--- src/design/sbuf_defines.svh ---
`ifndef SBUF_DEFINES_SVH
`define SBUF_DEFINES_SVH

// Sample word width in bits
`define SBUF_WIDTH 8

// Address bits of the sample buffer, 2^SBUF_WBITS words deep
`define SBUF_WBITS 4

// First address of a sequential stream, and the per-transfer increment
`define SBUF_START 0
`define SBUF_STEP  1

`endif

--- src/design/wb_pkg.sv ---
`default_nettype none

`include "sbuf_defines.svh"

// ----------------------------------------------------------
// Bus-side types for the pipelined Wishbone-like ports
// ----------------------------------------------------------
package wb_pkg;

   // Word address into the sample buffer
   typedef logic [`SBUF_WBITS-1:0] adr_t;

   // Transfer direction, as carried on the we lines
   typedef enum logic {
      WB_READ  = 1'b0,
      WB_WRITE = 1'b1
   } dir_e;

endpackage

`default_nettype wire

--- src/design/smp_pkg.sv ---
`default_nettype none

`include "sbuf_defines.svh"

// ----------------------------------------------------------
// Sample-side types
// ----------------------------------------------------------
package smp_pkg;

   // One receiver sample, as stored in the buffer
   typedef logic [`SBUF_WIDTH-1:0] sample_t;

   // Word count, one bit wider than the address
   // so that a full buffer (2^WBITS words) fits
   typedef logic [`SBUF_WBITS:0] count_t;

endpackage

`default_nettype wire

--- src/design/wb_stream_adr.sv ---
`default_nettype none
`timescale 1ns/10ps

`include "sbuf_defines.svh"

module wb_stream_adr #(
   parameter int WBITS = `SBUF_WBITS,
   parameter int START = `SBUF_START,
   parameter int STEP  = `SBUF_STEP
) (
   input  logic             clk_i,
   input  logic             rst_i,

   // Streaming slave side without an address from the master
   input  logic             s_cyc_i,
   input  logic             s_stb_i,
   input  wb_pkg::dir_e     s_we_i,
   input  smp_pkg::sample_t s_dat_i,
   output logic             s_ack_o,
   output logic             s_wat_o,
   output smp_pkg::sample_t s_dat_o,

   // Master side towards the block RAM
   output logic             m_cyc_o,
   output logic             m_stb_o,
   output wb_pkg::dir_e     m_we_o,
   output wb_pkg::adr_t     m_adr_o,
   output smp_pkg::sample_t m_dat_o,
   input  logic             m_ack_i,
   input  logic             m_wat_i,
   input  smp_pkg::sample_t m_dat_i,

   // One-cycle pulse after the last word has been accepted
   output logic             wrap_o
);

   localparam int WORDS = 1 << WBITS;
   localparam int LAST  = START + WORDS - STEP;

   logic         inc;
   logic         wrap_adr;
   wb_pkg::adr_t next_adr;

   // ----------------------------------------------------------
   // Bus pass-through for everything but the address
   // ----------------------------------------------------------
   assign m_cyc_o = s_cyc_i;
   assign m_stb_o = s_stb_i;
   assign m_we_o  = s_we_i;
   assign m_dat_o = s_dat_i;

   assign s_ack_o = m_ack_i;
   assign s_wat_o = m_wat_i;
   assign s_dat_o = m_dat_i;

   // ----------------------------------------------------------
   // Sequential address generation
   // ----------------------------------------------------------
   // A pipelined transfer counts once the strobe is taken
   assign inc      = m_cyc_o && m_stb_o && !m_wat_i;
   assign wrap_adr = (m_adr_o == wb_pkg::adr_t'(LAST));
   assign next_adr = wrap_adr ? wb_pkg::adr_t'(START) : wb_pkg::adr_t'(m_adr_o + STEP);

   always_ff @(posedge clk_i) begin
      if (rst_i) begin
         m_adr_o <= wb_pkg::adr_t'(START);
      end else if (inc) begin
         m_adr_o <= next_adr;
      end
   end

   // Registered wrap flag that stays high for one cycle only
   always_ff @(posedge clk_i) begin
      if (rst_i) begin
         wrap_o <= 1'b0;
      end else begin
         wrap_o <= inc && wrap_adr;
      end
   end

   // Address stays inside the buffer window across every wrap
   adr_in_range_a : assert property (
      @(posedge clk_i) disable iff (rst_i)
      int'(m_adr_o) >= START && int'(m_adr_o) <= LAST
   );

endmodule

`default_nettype wire

--- src/design/sbuf_ram.sv ---
`default_nettype none
`timescale 1ns/10ps

`include "sbuf_defines.svh"

module sbuf_ram (
   input  logic             clk_i,
   input  logic             rst_i,

   // Port a as a pipelined slave
   input  logic             a_cyc_i,
   input  logic             a_stb_i,
   input  wb_pkg::dir_e     a_we_i,
   input  wb_pkg::adr_t     a_adr_i,
   input  smp_pkg::sample_t a_dat_i,
   output logic             a_ack_o,
   output smp_pkg::sample_t a_dat_o,

   // Port b as a pipelined slave
   input  logic             b_cyc_i,
   input  logic             b_stb_i,
   input  wb_pkg::dir_e     b_we_i,
   input  wb_pkg::adr_t     b_adr_i,
   input  smp_pkg::sample_t b_dat_i,
   output logic             b_ack_o,
   output smp_pkg::sample_t b_dat_o
);

   localparam int WORDS = 1 << `SBUF_WBITS;

   smp_pkg::sample_t mem [0:WORDS-1];

   logic a_acc;
   logic b_acc;

   // Never stalls so any strobe inside a cycle is taken
   assign a_acc = a_cyc_i && a_stb_i;
   assign b_acc = b_cyc_i && b_stb_i;

   // ----------------------------------------------------------
   // Storage writes where port b wins on an address collision
   // ----------------------------------------------------------
   always_ff @(posedge clk_i) begin
      if (a_acc && a_we_i == wb_pkg::WB_WRITE) begin
         mem[a_adr_i] <= a_dat_i;
      end
      if (b_acc && b_we_i == wb_pkg::WB_WRITE) begin
         mem[b_adr_i] <= b_dat_i;
      end
   end

   // Registered read data that is valid alongside the acknowledge
   always_ff @(posedge clk_i) begin
      if (a_acc && a_we_i == wb_pkg::WB_READ) begin
         a_dat_o <= mem[a_adr_i];
      end
      if (b_acc && b_we_i == wb_pkg::WB_READ) begin
         b_dat_o <= mem[b_adr_i];
      end
   end

   // ----------------------------------------------------------
   // Acknowledge one cycle behind the strobe
   // ----------------------------------------------------------
   always_ff @(posedge clk_i) begin
      if (rst_i) begin
         a_ack_o <= 1'b0;
         b_ack_o <= 1'b0;
      end else begin
         a_ack_o <= a_acc;
         b_ack_o <= b_acc;
      end
   end

endmodule

`default_nettype wire

--- src/design/stream_reader.sv ---
`default_nettype none
`timescale 1ns/10ps

`include "sbuf_defines.svh"

module stream_reader (
   input  logic             clk_i,
   input  logic             rst_i,

   // One-cycle start strobe, ignored while busy
   input  logic             start_i,

   // Pipelined master, address comes from the stream port
   output logic             m_cyc_o,
   output logic             m_stb_o,
   output wb_pkg::dir_e     m_we_o,
   input  logic             m_ack_i,
   input  logic             m_wat_i,
   input  smp_pkg::sample_t m_dat_i,

   // Readout samples
   output smp_pkg::sample_t data_o,
   output logic             data_valid_o,
   output logic             done_o
);

   localparam smp_pkg::count_t WORDS = smp_pkg::count_t'(1 << `SBUF_WBITS);
   localparam smp_pkg::count_t LAST  = smp_pkg::count_t'(WORDS - 1);

   typedef enum logic [1:0] {
      ST_IDLE,
      ST_ISSUE,
      ST_DRAIN
   } state_e;

   state_e          state;
   smp_pkg::count_t iss_cnt;
   smp_pkg::count_t ack_cnt;
   logic            accept;

   assign accept = m_cyc_o && m_stb_o && !m_wat_i;

   // Reads only
   assign m_we_o = wb_pkg::WB_READ;

   // ----------------------------------------------------------
   // Sample output, straight from the acknowledge
   // ----------------------------------------------------------
   assign data_o       = m_dat_i;
   assign data_valid_o = m_ack_i;
   assign done_o       = m_ack_i && (ack_cnt == LAST);

   // ----------------------------------------------------------
   // Idle / issue / drain controller
   // ----------------------------------------------------------
   always_ff @(posedge clk_i) begin
      if (rst_i) begin
         state   <= ST_IDLE;
         m_cyc_o <= 1'b0;
         m_stb_o <= 1'b0;
         iss_cnt <= '0;
         ack_cnt <= '0;
      end else begin
         // Acknowledges may trail the strobes by a cycle
         if (m_ack_i) begin
            ack_cnt <= ack_cnt + 1'b1;
         end
         case (state)
            ST_IDLE: begin
               if (start_i) begin
                  state   <= ST_ISSUE;
                  m_cyc_o <= 1'b1;
                  m_stb_o <= 1'b1;
                  iss_cnt <= '0;
                  ack_cnt <= '0;
               end
            end
            ST_ISSUE: begin
               if (accept) begin
                  iss_cnt <= iss_cnt + 1'b1;
                  // Last strobe taken, hold cyc for the trailing acks
                  if (iss_cnt == LAST) begin
                     m_stb_o <= 1'b0;
                     state   <= ST_DRAIN;
                  end
               end
            end
            ST_DRAIN: begin
               if (m_ack_i && ack_cnt == LAST) begin
                  m_cyc_o <= 1'b0;
                  state   <= ST_IDLE;
               end
            end
            default: begin
               state   <= ST_IDLE;
               m_cyc_o <= 1'b0;
               m_stb_o <= 1'b0;
            end
         endcase
      end
   end

   stb_within_cyc_a : assert property (
      @(posedge clk_i) disable iff (rst_i)
      m_stb_o |-> m_cyc_o
   );

endmodule

`default_nettype wire

--- src/design/sbuf_top.sv ---
`default_nettype none
`timescale 1ns/10ps

`include "sbuf_defines.svh"

module sbuf_top (
   input  logic             clk_i,
   input  logic             rst_i,

   // Write side, one-cycle sample strobe
   input  smp_pkg::sample_t sample_i,
   input  logic             sample_valid_i,

   // Readout side
   input  logic             start_i,
   output smp_pkg::sample_t data_o,
   output logic             data_valid_o,
   output logic             done_o,

   // Address wrap pulses
   output logic             wr_wrap_o,
   output logic             rd_wrap_o
);

   // Write stream to RAM port a
   logic             wr_cyc;
   logic             wr_stb;
   wb_pkg::dir_e     wr_we;
   wb_pkg::adr_t     wr_adr;
   smp_pkg::sample_t wr_dat;
   logic             wr_ack;
   smp_pkg::sample_t wr_rdat;

   // Reader to read stream
   logic             rdr_cyc;
   logic             rdr_stb;
   wb_pkg::dir_e     rdr_we;
   logic             rdr_ack;
   logic             rdr_wat;
   smp_pkg::sample_t rdr_dat;

   // Read stream to RAM port b
   logic             rd_cyc;
   logic             rd_stb;
   wb_pkg::dir_e     rd_we;
   wb_pkg::adr_t     rd_adr;
   smp_pkg::sample_t rd_wdat;
   logic             rd_ack;
   smp_pkg::sample_t rd_dat;

   // The RAM never stalls
   logic             ram_wat;
   assign ram_wat = 1'b0;

   // ----------------------------------------------------------
   // Write path, the strobe doubles as cyc and stb
   // ----------------------------------------------------------
   wb_stream_adr #(
      .WBITS (`SBUF_WBITS),
      .START (`SBUF_START),
      .STEP  (`SBUF_STEP)
   ) u_wr_stream (
      .clk_i   (clk_i),
      .rst_i   (rst_i),
      .s_cyc_i (sample_valid_i),
      .s_stb_i (sample_valid_i),
      .s_we_i  (wb_pkg::WB_WRITE),
      .s_dat_i (sample_i),
      .s_ack_o (),
      .s_wat_o (),
      .s_dat_o (),
      .m_cyc_o (wr_cyc),
      .m_stb_o (wr_stb),
      .m_we_o  (wr_we),
      .m_adr_o (wr_adr),
      .m_dat_o (wr_dat),
      .m_ack_i (wr_ack),
      .m_wat_i (ram_wat),
      .m_dat_i (wr_rdat),
      .wrap_o  (wr_wrap_o)
   );

   // ----------------------------------------------------------
   // Read path
   // ----------------------------------------------------------
   stream_reader u_reader (
      .clk_i        (clk_i),
      .rst_i        (rst_i),
      .start_i      (start_i),
      .m_cyc_o      (rdr_cyc),
      .m_stb_o      (rdr_stb),
      .m_we_o       (rdr_we),
      .m_ack_i      (rdr_ack),
      .m_wat_i      (rdr_wat),
      .m_dat_i      (rdr_dat),
      .data_o       (data_o),
      .data_valid_o (data_valid_o),
      .done_o       (done_o)
   );

   wb_stream_adr #(
      .WBITS (`SBUF_WBITS),
      .START (`SBUF_START),
      .STEP  (`SBUF_STEP)
   ) u_rd_stream (
      .clk_i   (clk_i),
      .rst_i   (rst_i),
      .s_cyc_i (rdr_cyc),
      .s_stb_i (rdr_stb),
      .s_we_i  (rdr_we),
      .s_dat_i ('0),
      .s_ack_o (rdr_ack),
      .s_wat_o (rdr_wat),
      .s_dat_o (rdr_dat),
      .m_cyc_o (rd_cyc),
      .m_stb_o (rd_stb),
      .m_we_o  (rd_we),
      .m_adr_o (rd_adr),
      .m_dat_o (rd_wdat),
      .m_ack_i (rd_ack),
      .m_wat_i (ram_wat),
      .m_dat_i (rd_dat),
      .wrap_o  (rd_wrap_o)
   );

   // ----------------------------------------------------------
   // Sample storage
   // ----------------------------------------------------------
   sbuf_ram u_ram (
      .clk_i   (clk_i),
      .rst_i   (rst_i),
      .a_cyc_i (wr_cyc),
      .a_stb_i (wr_stb),
      .a_we_i  (wr_we),
      .a_adr_i (wr_adr),
      .a_dat_i (wr_dat),
      .a_ack_o (wr_ack),
      .a_dat_o (wr_rdat),
      .b_cyc_i (rd_cyc),
      .b_stb_i (rd_stb),
      .b_we_i  (rd_we),
      .b_adr_i (rd_adr),
      .b_dat_i (rd_wdat),
      .b_ack_o (rd_ack),
      .b_dat_o (rd_dat)
   );

endmodule

`default_nettype wire

--- config.mk ---
export PLATFORM = sky130hd
export DESIGN_NAME = sbuf_top
export DESIGN_NICKNAME = d
export VERILOG_FILES = /design/src/design/wb_pkg.sv /design/src/design/smp_pkg.sv /design/src/design/wb_stream_adr.sv /design/src/design/sbuf_ram.sv /design/src/design/stream_reader.sv /design/src/design/sbuf_top.sv
export VERILOG_INCLUDE_DIRS = /design/src /design/src/design
export SDC_FILE = /design/constraint.sdc
export NUM_CORES = 1
export LEC_CHECK = 0
export ABC_AREA = 1
export BUFFER_PORTS_ARGS = -buffer_cell sky130_fd_sc_hd__buf_2
export CORE_MARGIN = 2
export CORE_UTILIZATION = 45
export DETAILED_ROUTE_END_ITERATION = 12
export GPL_TIMING_DRIVEN = 0
export PLACE_DENSITY = 0.63
export SYNTH_ARGS = -nofsm -noshare
export SYNTH_HDL_FRONTEND = slang
export SYNTH_SLANG_ARGS = --single-unit
--- constraint.sdc ---
create_clock -name clk_i -period 3.75 [get_ports clk_i]
set_input_delay 0.75 -clock clk_i [delete_from_list [all_inputs] [get_ports clk_i]]
set_output_delay 0.75 -clock clk_i [all_outputs]
set_load 0.02 [all_outputs]
After elaboration in Yosys (flattened, before gate mapping)
Memories as Yosys holds them, arrays and structs flattened. A register that Yosys moved wholly into a read port is not among the register bits.
Cells that the tools add are included.
{"block": "totals", "word_cells": 58, "ramBits": 128, "regBits": 25, "memories": 1}
{"block": "op_classes", "bitwise": 2, "n_addsub": 4, "n_reduce_logical": 10, "muxes": 21, "eq_ne": 10}
{"memory": "u_ram.mem", "words": 16, "word_bits": 8, "read_ports": 1, "rd_ports_with_merged_regs": 1, "write_ports": 1, "line_no": "sbuf_ram.sv:31", "rtl": "smp_pkg::sample_t mem [0:WORDS-1];"}
{"operator": "$mux 5", "n": 5}
{"operator": "$add 5x1->5 const B", "n": 2}
{"operator": "$eq 5x4->1 const B", "n": 2}
{"operator": "$pmux 5 s2", "n": 1}
{"operator": "$add 4x1->4 const B", "n": 2}
{"operator": "$eq 4x4->1 const B", "n": 2}
{"operator": "$mux 2", "n": 4}
{"operator": "$mux 4", "n": 2}
{"operator": "$reduce_and 4->1", "n": 2}
{"operator": "$mux 1", "n": 6}
{"operator": "$pmux 1 s3", "n": 2}
{"operator": "$pmux 2 s3", "n": 1}
{"operator": "$reduce_and 3->1", "n": 2}
{"operator": "$logic_and 1x1->1", "n": 4}
{"operator": "$ne 2x1->1 const B", "n": 2}
{"operator": "$ne 2x2->1 const B", "n": 2}
{"operator": "$eq 2x1->1 const B", "n": 1}
{"operator": "$eq 2x2->1 const B", "n": 1}
{"operator": "$logic_not 2->1", "n": 1}
{"operator": "$not 1->1", "n": 2}
{"operator": "$reduce_bool 2->1", "n": 1}

Logic depth before layout (Yosys ltp)
Gate-level depths: netlist of the first run.
{"block": "depth", "ltp_word": 4, "mapped_depth": 11}

Hierarchy
A second synthesis of the first run with hierarchy kept.
{"block": "unflattened", "cells_unflattened": 1503, "area_unflattened_um2": 10498.8}
{"module": "sbuf_ram", "cells_per_inst": 1288, "area_per_inst_um2": 8898.5, "instances": 1}
{"module": "wb_stream_adr", "cells_per_inst": 56, "area_per_inst_um2": 409.1, "instances": 2}
{"module": "stream_reader", "cells_per_inst": 101, "area_per_inst_um2": 774.5, "instances": 1}
{"module": "sbuf_top", "cells_per_inst": 2, "area_per_inst_um2": 7.5, "instances": 1}

Worst setup path before layout of the first run
OpenSTA, ideal clock, no wires.
{"block": "synth_path", "path_kind": "register -> output", "startpoint": "register u_reader.ack_cnt[0]", "endpoint": "output port done_o", "arrival_ns": 1.012, "stages_incl_launch_ff": 6, "path_buffers": 0, "t_required_ns": 3.000, "setup_slack_ns": 1.988, "path_cell_list": "dfxtp_1 -> ha_1 -> and3_1 -> ha_1 -> nand2_1 -> inv_1"}
{"block": "synth_between", "elab_chain_len": 2}
{"item": "start: declaration", "line_no": "stream_reader.sv:38", "rtl": "smp_pkg::count_t ack_cnt;"}
{"item": "start signal: assignment", "line_no": "stream_reader.sv:66", "rtl": "ack_cnt <= ack_cnt + 1'b1;"}
{"item": "$eq 5x4->1", "line_no": "stream_reader.sv:51", "rtl": "assign done_o = m_ack_i && (ack_cnt == LAST);"}
{"item": "$logic_and 1x1->1", "line_no": "stream_reader.sv:51"}
{"item": "end: declaration", "line_no": "sbuf_top.sv:18", "rtl": "output logic done_o,"}
Every way passes these cells.

Worst setup path in the final report of the first run
Same ends and word-level chain as after synthesis.

==> results of run 1 <==
cells by family after synthesis:
logic type / Yosys count
flip-flops: 161
buffers and inverters: 124
AND/OR/NAND/NOR: 359
AO/OA/AOI/OAI: 38
adder cells (fa/ha/maj): 9
XOR/XNOR: 4
stage by stage:
| stage | worst slack, ns | instance area, sq um | utilization [%] | cells | total power, mW |
|---|---|---|---|---|---|
| global route | 1.293 | 7770 | 51.49 | 937 | 4.050 |
| finish | 1.391 | 7770 | 51.49 | 937 | 3.921 |
| floorplan | 1.988 | 6882 | - | 695 | 2.252 |
| CTS | 1.367 | 7770 | 51.49 | 937 | 3.936 |
| detailed placement | 1.525 | 7227 | 47.89 | 905 | 2.374 |
| global placement | 1.563 | 7227 | 47.89 | 905 | 2.358 |
registers in the layout (all words and copies together), names as in the netlist:
| signal | flops |
|---|---|
| u_reader.iss_cnt | 5 |
| u_reader.m_cyc_o | 1 |
| u_rd_stream.wrap_o | 1 |
| u_ram.b_dat_o | 8 |
| u_wr_stream.m_adr_o | 4 |
| u_reader.state | 2 |
| u_wr_stream.wrap_o | 1 |
| u_reader.m_stb_o | 1 |
| u_ram.mem | 128 |
| u_reader.ack_cnt | 5 |
| u_rd_stream.m_adr_o | 4 |
| u_ram.b_ack_o | 1 |
critical path, cell delays in order (launching register included):
cell	delay (ns)
dfxtp_1	0.33
ha_1	0.21
and3_1	0.19
ha_1	0.17
nand2_1	0.10
inv_1	0.04
buf_2	0.15
metal layers:
metal  part of all wire (%)  wire length (um)
met1                     43              6623
met2                     47              7215
met3                    6.1               937
met4                    3.4               524
met5                      0                 0
final cells by class:
class | count | area, sq um | area share, %
flip-flops and latches | 161 | 4584 | 59.00
multi-input cells | 410 | 1789 | 23.03
clock buffers | 28 | 518.0 | 6.667
inverters | 99 | 371.6 | 4.783
well taps | 188 | 235.2 | 3.027
plain buffers | 25 | 136.4 | 1.755
repair buffers | 22 | 110.1 | 1.417
clock inverters | 4 | 25.02 | 0.3221
where the power goes:
| part | leakage [nW] | switching, mW | internal (mW) |
|---|---|---|---|
| combinational | 1.58 | 0.242 | 0.0942 |
| sequential | 1.43 | 0.0217 | 1.98 |
| clock | 0.268 | 0.639 | 0.938 |
| total | 3.28 | 0.904 | 3.02 |
cell usage after synthesis:
master and count:
dfxtp_1 25, inv_2 3, o21ai_1 4, o21ai_2 1, clkbuf_1 3, and3_1 1, nand4_1 3, buf_4 7
inv_1 94, edfxtp_1 136, nor2_1 48, o21ai_0 14, xor2_1 3, o21a_1 2, a21oi_1 14, xnor2_1 1
o31ai_1 1, ha_1 9, a31oi_1 1, nor3_1 1, buf_2 13, buf_1 2, nand2_1 244, nand3_1 62
clkinv_1 2, a211oi_1 1
final timing paths:
check                                             from             endpoint  slack [ns]
worst max-delay path               u_reader.ack_cnt[0]               done_o        1.39
worst min-delay path               u_reader.iss_cnt[3]  u_reader.iss_cnt[3]        0.46
worst max register to register  u_wr_stream.m_adr_o[0]      u_ram.mem[6][3]        1.84
worst min register to register     u_reader.iss_cnt[3]  u_reader.iss_cnt[3]        0.46
==> flow_metrics.py, run 1 <==
metrics = {
    "place": {
        "io_port_bufs": 22,
        "dp_hpwl_mm": 10.28,
        "gp_routability_congestion": 0.8562,
    },
    "die": {
        "start_util_pct": 45.61,
        "die_width_um": 127.7,
        "die-area_sq_um": 16300,
        "pin_count": 24,
        "core-area_sq_um": 15090,
        "rows": 45,
        "die_h_um": 127.7,
    },
    "global_routing": {
        "track_usage_pct": 19.78,
        "grtUsageMet3_pct": 4.800,
        "gr-usage-met1_pct": 25.40,
        "vias_in_the_first_global_route": 4617,
        "antenna_found_initial": 0,
        "largest_net_degree_at_the_start_of_global_routing": 17,
        "gr-max-usage-layer": "met2",
        "grt.overflow.total": 0,
        "global_route_wire_length_before_repair_mm": 23.88,
        "grt_use_met2_pct": 31.58,
    },
    "logic_synthesis": {
        "synth_compound_gate_area_share_pct": 2.982,
        "synth_adder_area_share_pct": 1.636,
        "netlist.top_cell.by_area": "edfxtp_1",
        "post_synthesis_mux_area_share_pct": 0,
        "synthesized_instance_count": 695,
        "yosys.cell_types.count": 26,
        "netlist.area_leader.share_pct": 59.35,
        "mappedNetlistNets": 716,
        "yosysWarnings": 0,
        "share_of_the_yosys_chip_area_belonging_to_registers_pct": 66.62,
        "ys_ff_latch": 161,
        "synth_top_family_by_area": "simple AND/OR/NAND/NOR gates",
        "synth.avg_cell_area_sq_um": 9.902,
        "synth.cell_area_sq_um": 6882,
        "post_synthesis_share_of_cell_area_spent_on_and_or_nand_and_nor_gates_pct": 20.87,
        "post_synth_xor_area_fraction_pct": 0.5091,
        "ys_top_cells_by_area": "edfxtp_1 59%, nand2_1 13%, dfxtp_1 7.3%",
    },
    "finish": {
        "final_nets": 757,
        "filler_cell_count": 1354,
        "share_of_post_route_cells_with_drive_strength_above_1_pct": 9.479,
        "layout.cells.most_common": "nand2_1",
        "most-common-layout-cells": "244 x nand2_1, 136 x edfxtp_1, 94 x inv_1",
        "syn_to_final_growth_pct": 12.91,
        "antenna-diode-count": 0,
    },
    "setup_path": {
        "critPathMaxFanout": 3,
        "r2r.worst_path.cells": 4,
        "critPathArrivalTime_ns": 1.61,
        "setup.worst_path.start_class": "register",
        "worst-setup-path-type": "reg2out",
        "critPathRequiredTime_ns": 3.00,
        "setup.worst_path.end_class": "primary output",
    },
    "job": {
        "drv_cap": 0,
    },
    "sta": {
        "finalSetupViolCount": 0,
        "report.final.slew_viol_count": 0,
        "grt_setup_unrepaired": "false",
        "finalHoldViolCount": 0,
        "post-route-period-util_pct": 62.91,
        "clock-skew-final_ns": 0.009520,
        "slew_headroom_pct": 37.11,
        "aggregate_negative_setup_slack_ns": 0,
        "finalWorstPathRequiredPeriod_ns": 2.359,
        "fmax_ghz": 0.4239,
        "actual_slew_at_the_worst_max_slew_pin_ns": 0.9399,
        "worst_hold_slack_ns": 0.4643,
    },
    "routing": {
        "dr.pass1.iters": 5,
        "drt_wl_total_mm": 15.30,
        "routed_via_density": 5.030,
        "ant_nets": 0,
        "drt_iter0_drc": 418,
        "post_drt_wl_per_cell_um": 16.33,
        "drcViolationCount": 0,
        "route.vias.total": 4713,
    },
    "outcome": {
        "status": "completed",
    },
    "clocking": {
        "sinks_on_clock_net": 161,
        "cts_hold_repair.buffers": 0,
        "clockRootBuffer": "clkbuf_16",
        "tritoncts": "done",
        "post_cts.resized_instances": 0,
        "tritoncts.num_buffers": 17,
        "cts.reportedPaths.clkPinSlew_ns": 0.06,
        "cts_htree_levels": 4,
        "cts_setup_buffers": 0,
        "clk-insertion-delay-late_ns": 0.42,
        "clk_path_buf_depth": 2,
    },
    "pwr": {
        "irDropWorstVdd_mv": 0.3020,
        "powerDensity_nw_per_um2": 504.6,
        "leakage_nw": 3.277,
    },
    "hold_path": {
        "worst_hold_path_type": "reg2reg",
        "hold_depth": 2,
    },
}
No activity file was read; power rests on OpenSTA's default activity.
==> run 2, diff against run 1 <==
--- a/config.mk
+++ b/config.mk
@@ -12,7 +12,7 @@
 export CORE_UTILIZATION = 45
 export DETAILED_ROUTE_END_ITERATION = 12
 export GPL_TIMING_DRIVEN = 0
-export PLACE_DENSITY = 0.63
+export PLACE_DENSITY = 0.65
 export SYNTH_ARGS = -nofsm -noshare
 export SYNTH_HDL_FRONTEND = slang
 export SYNTH_SLANG_ARGS = --single-unit
==> constraint.sdc (replaced) <==
create_clock -name clk_i -period 2 [get_ports clk_i]
set_input_delay 0.4 -clock clk_i [delete_from_list [all_inputs] [get_ports clk_i]]
set_output_delay 0.4 -clock clk_i [all_outputs]
set_load 0.02 [all_outputs]
==> flow_metrics.py, run 2 (synthesis gave the netlist of run 1 again) <==
metrics = {
    "outcome": {
        "status": "completed",
    },
    "sta": {
        "finalWorstPathRequiredPeriod_ns": 1.922,
        "clock-skew-final_ns": 0.008644,
        "aggregate_negative_setup_slack_ns": 0,
        "final_critical_path_setup_slack_ns": 0.07770,
        "finalHoldViolCount": 0,
        "slew_headroom_pct": 43.41,
        "grt_setup_unrepaired": "false",
        "finalSetupViolCount": 0,
        "report.final.slew_viol_count": 0,
        "fmax_ghz": 0.5202,
        "actual_slew_at_the_worst_max_slew_pin_ns": 0.8457,
        "post-route-period-util_pct": 96.12,
    },
    "pwr": {
        "leakage_nw": 3.287,
        "design_power_total_mw": 7.554,
        "powerDensity_nw_per_um2": 961.5,
        "irDropWorstVdd_mv": 0.6411,
    },
    "routing": {
        "route.vias.total": 4707,
        "dr.pass1.iters": 5,
        "routed_via_density": 5.007,
        "post_drt_wl_per_cell_um": 15.83,
        "drt_iter0_drc": 410,
        "ant_nets": 0,
        "drcViolationCount": 0,
        "drt_wl_total_mm": 14.88,
    },
    "finish": {
        "layout.cells.most_common": "nand2_1",
        "final_nets": 760,
        "share_of_post_route_cells_with_drive_strength_above_1_pct": 11.17,
        "design_area_sq_um": 7856,
        "antenna-diode-count": 0,
        "syn_to_final_growth_pct": 14.16,
        "registers_with_the_most_flip_flops": "u_ram.mem (128), u_ram.b_dat_o (8)",
        "largest-register": "u_ram.mem",
        "largest_reg_flops": 128,
        "most-common-layout-cells": "244 x nand2_1, 136 x edfxtp_1, 94 x inv_1",
    },
    "die": {
        "rows": 45,
        "start_util_pct": 45.61,
        "die_h_um": 127.7,
        "core-area_sq_um": 15090,
        "pin_count": 24,
        "die-area_sq_um": 16300,
        "die_width_um": 127.7,
    },
    "place": {
        "dp_hpwl_mm": 9.945,
        "detailed_place.area_sq_um": 7227,
        "place_ws_ns": 0.1099,
        "io_port_bufs": 22,
        "gp_routability_congestion": 0.8583,
    },
    "global_routing": {
        "antenna_found_initial": 0,
        "global_route_wire_length_before_repair_mm": 23.40,
        "largest_net_degree_at_the_start_of_global_routing": 17,
        "vias_in_the_first_global_route": 4566,
        "grt.overflow.total": 0,
        "track_usage_pct": 19.26,
    },
    "setup_path": {
        "critPathArrivalTime_ns": 1.52,
        "worst-setup-path-type": "reg2out",
        "crit-reg2reg-capture": "u_ram.mem[9][0]",
        "critPathMaxFanout": 2,
        "setup.worst_path.end_class": "primary output",
        "setup.worst_path.start_class": "register",
        "critPathRequiredTime_ns": 1.60,
        "r2r.worst_path.cells": 4,
        "rr_startpoint": "u_wr_stream.m_adr_o[1]",
        "timing.reg2reg.setup_slack_ns": 0.18,
    },
    "clocking": {
        "cts.reportedPaths.clkPinSlew_ns": 0.06,
        "tritoncts": "done",
        "clockRootBuffer": "clkbuf_16",
        "cts_hold_repair.buffers": 0,
        "cts_htree_levels": 4,
        "tritoncts.num_buffers": 17,
        "sinks_on_clock_net": 161,
        "clk-insertion-delay-late_ns": 0.43,
        "clk_path_buf_depth": 2,
    },
    "job": {
        "drv_cap": 0,
    },
    "hold_path": {
        "hold_depth": 3,
        "worst_hold_path_type": "in2reg",
        "timing.hold.worst_endpoint": "u_wr_stream.m_adr_o[0]",
        "min_from": "sample_valid_i",
    },
}
run 2: worst max path at each step:
stage,from,end
2_1_floorplan,u_reader.ack_cnt[0],done_o
3_3_place_gp,u_wr_stream.m_adr_o[0],u_ram.mem[6][4]
3_5_place_dp,u_wr_stream.m_adr_o[0],u_ram.mem[6][0]
4_1_cts,u_reader.ack_cnt[0],done_o
5_1_grt,u_reader.ack_cnt[0],done_o
6_report,u_reader.ack_cnt[0],done_o
run 2: stage by stage:
step | hold slack [ns] | std cells | util (%)
2_1_floorplan | 0.4390 | 695 | -
3_3_place_gp | 0.4480 | 905 | 47.89
3_5_place_dp | 0.4556 | 905 | 47.89
4_1_cts | 0.2542 | 939 | 51.90
5_1_grt | 0.2888 | 940 | 52.06
6_report | 0.2687 | 940 | 52.06
run 2: final cells by class:
| cell class | count | area, sq um |
|---|---|---|
| timing repair buffer | 25 | 135.1 |
| tap | 188 | 235.2 |
| buffer | 25 | 136.4 |
| inverter | 99 | 371.6 |
| clock buffer | 17 | 425.4 |
| multi-input combinational | 410 | 1807 |
| sequential | 161 | 4587 |
| clock inverter | 15 | 158.9 |
| fill | 1359 | 7233 |
run 2: per-layer routing:
metal,up-vias,track usage (%),share of wire [%]
li1,2333,-,-
met1,2226,24.75,44
met2,118,31.61,48
met3,30,4.048,4.8
met4,0,8.727,2.6
met5,-,0,0
run 2: repair_timing:
item | CTS | global route
pin swaps | 1 | 0
buffers inserted | 2 | 1
resized for setup | 3 | 3
endpoints found under the setup margin | 1 | 1
run 2: critical path, stage by stage (launching register included):
cell and delay (ns):
dfxtp_2 0.33, ha_4 0.16, and3_4 0.16, ha_1 0.17, nand2_1 0.08, inv_1 0.05
buf_4 0.15
run 2: report_power, final:
group          switching [mW]  leakage [nW]  internal (mW)
clock network            1.33         0.267           1.84
registers              0.0378          1.43           3.72
logic                   0.443          1.59          0.177
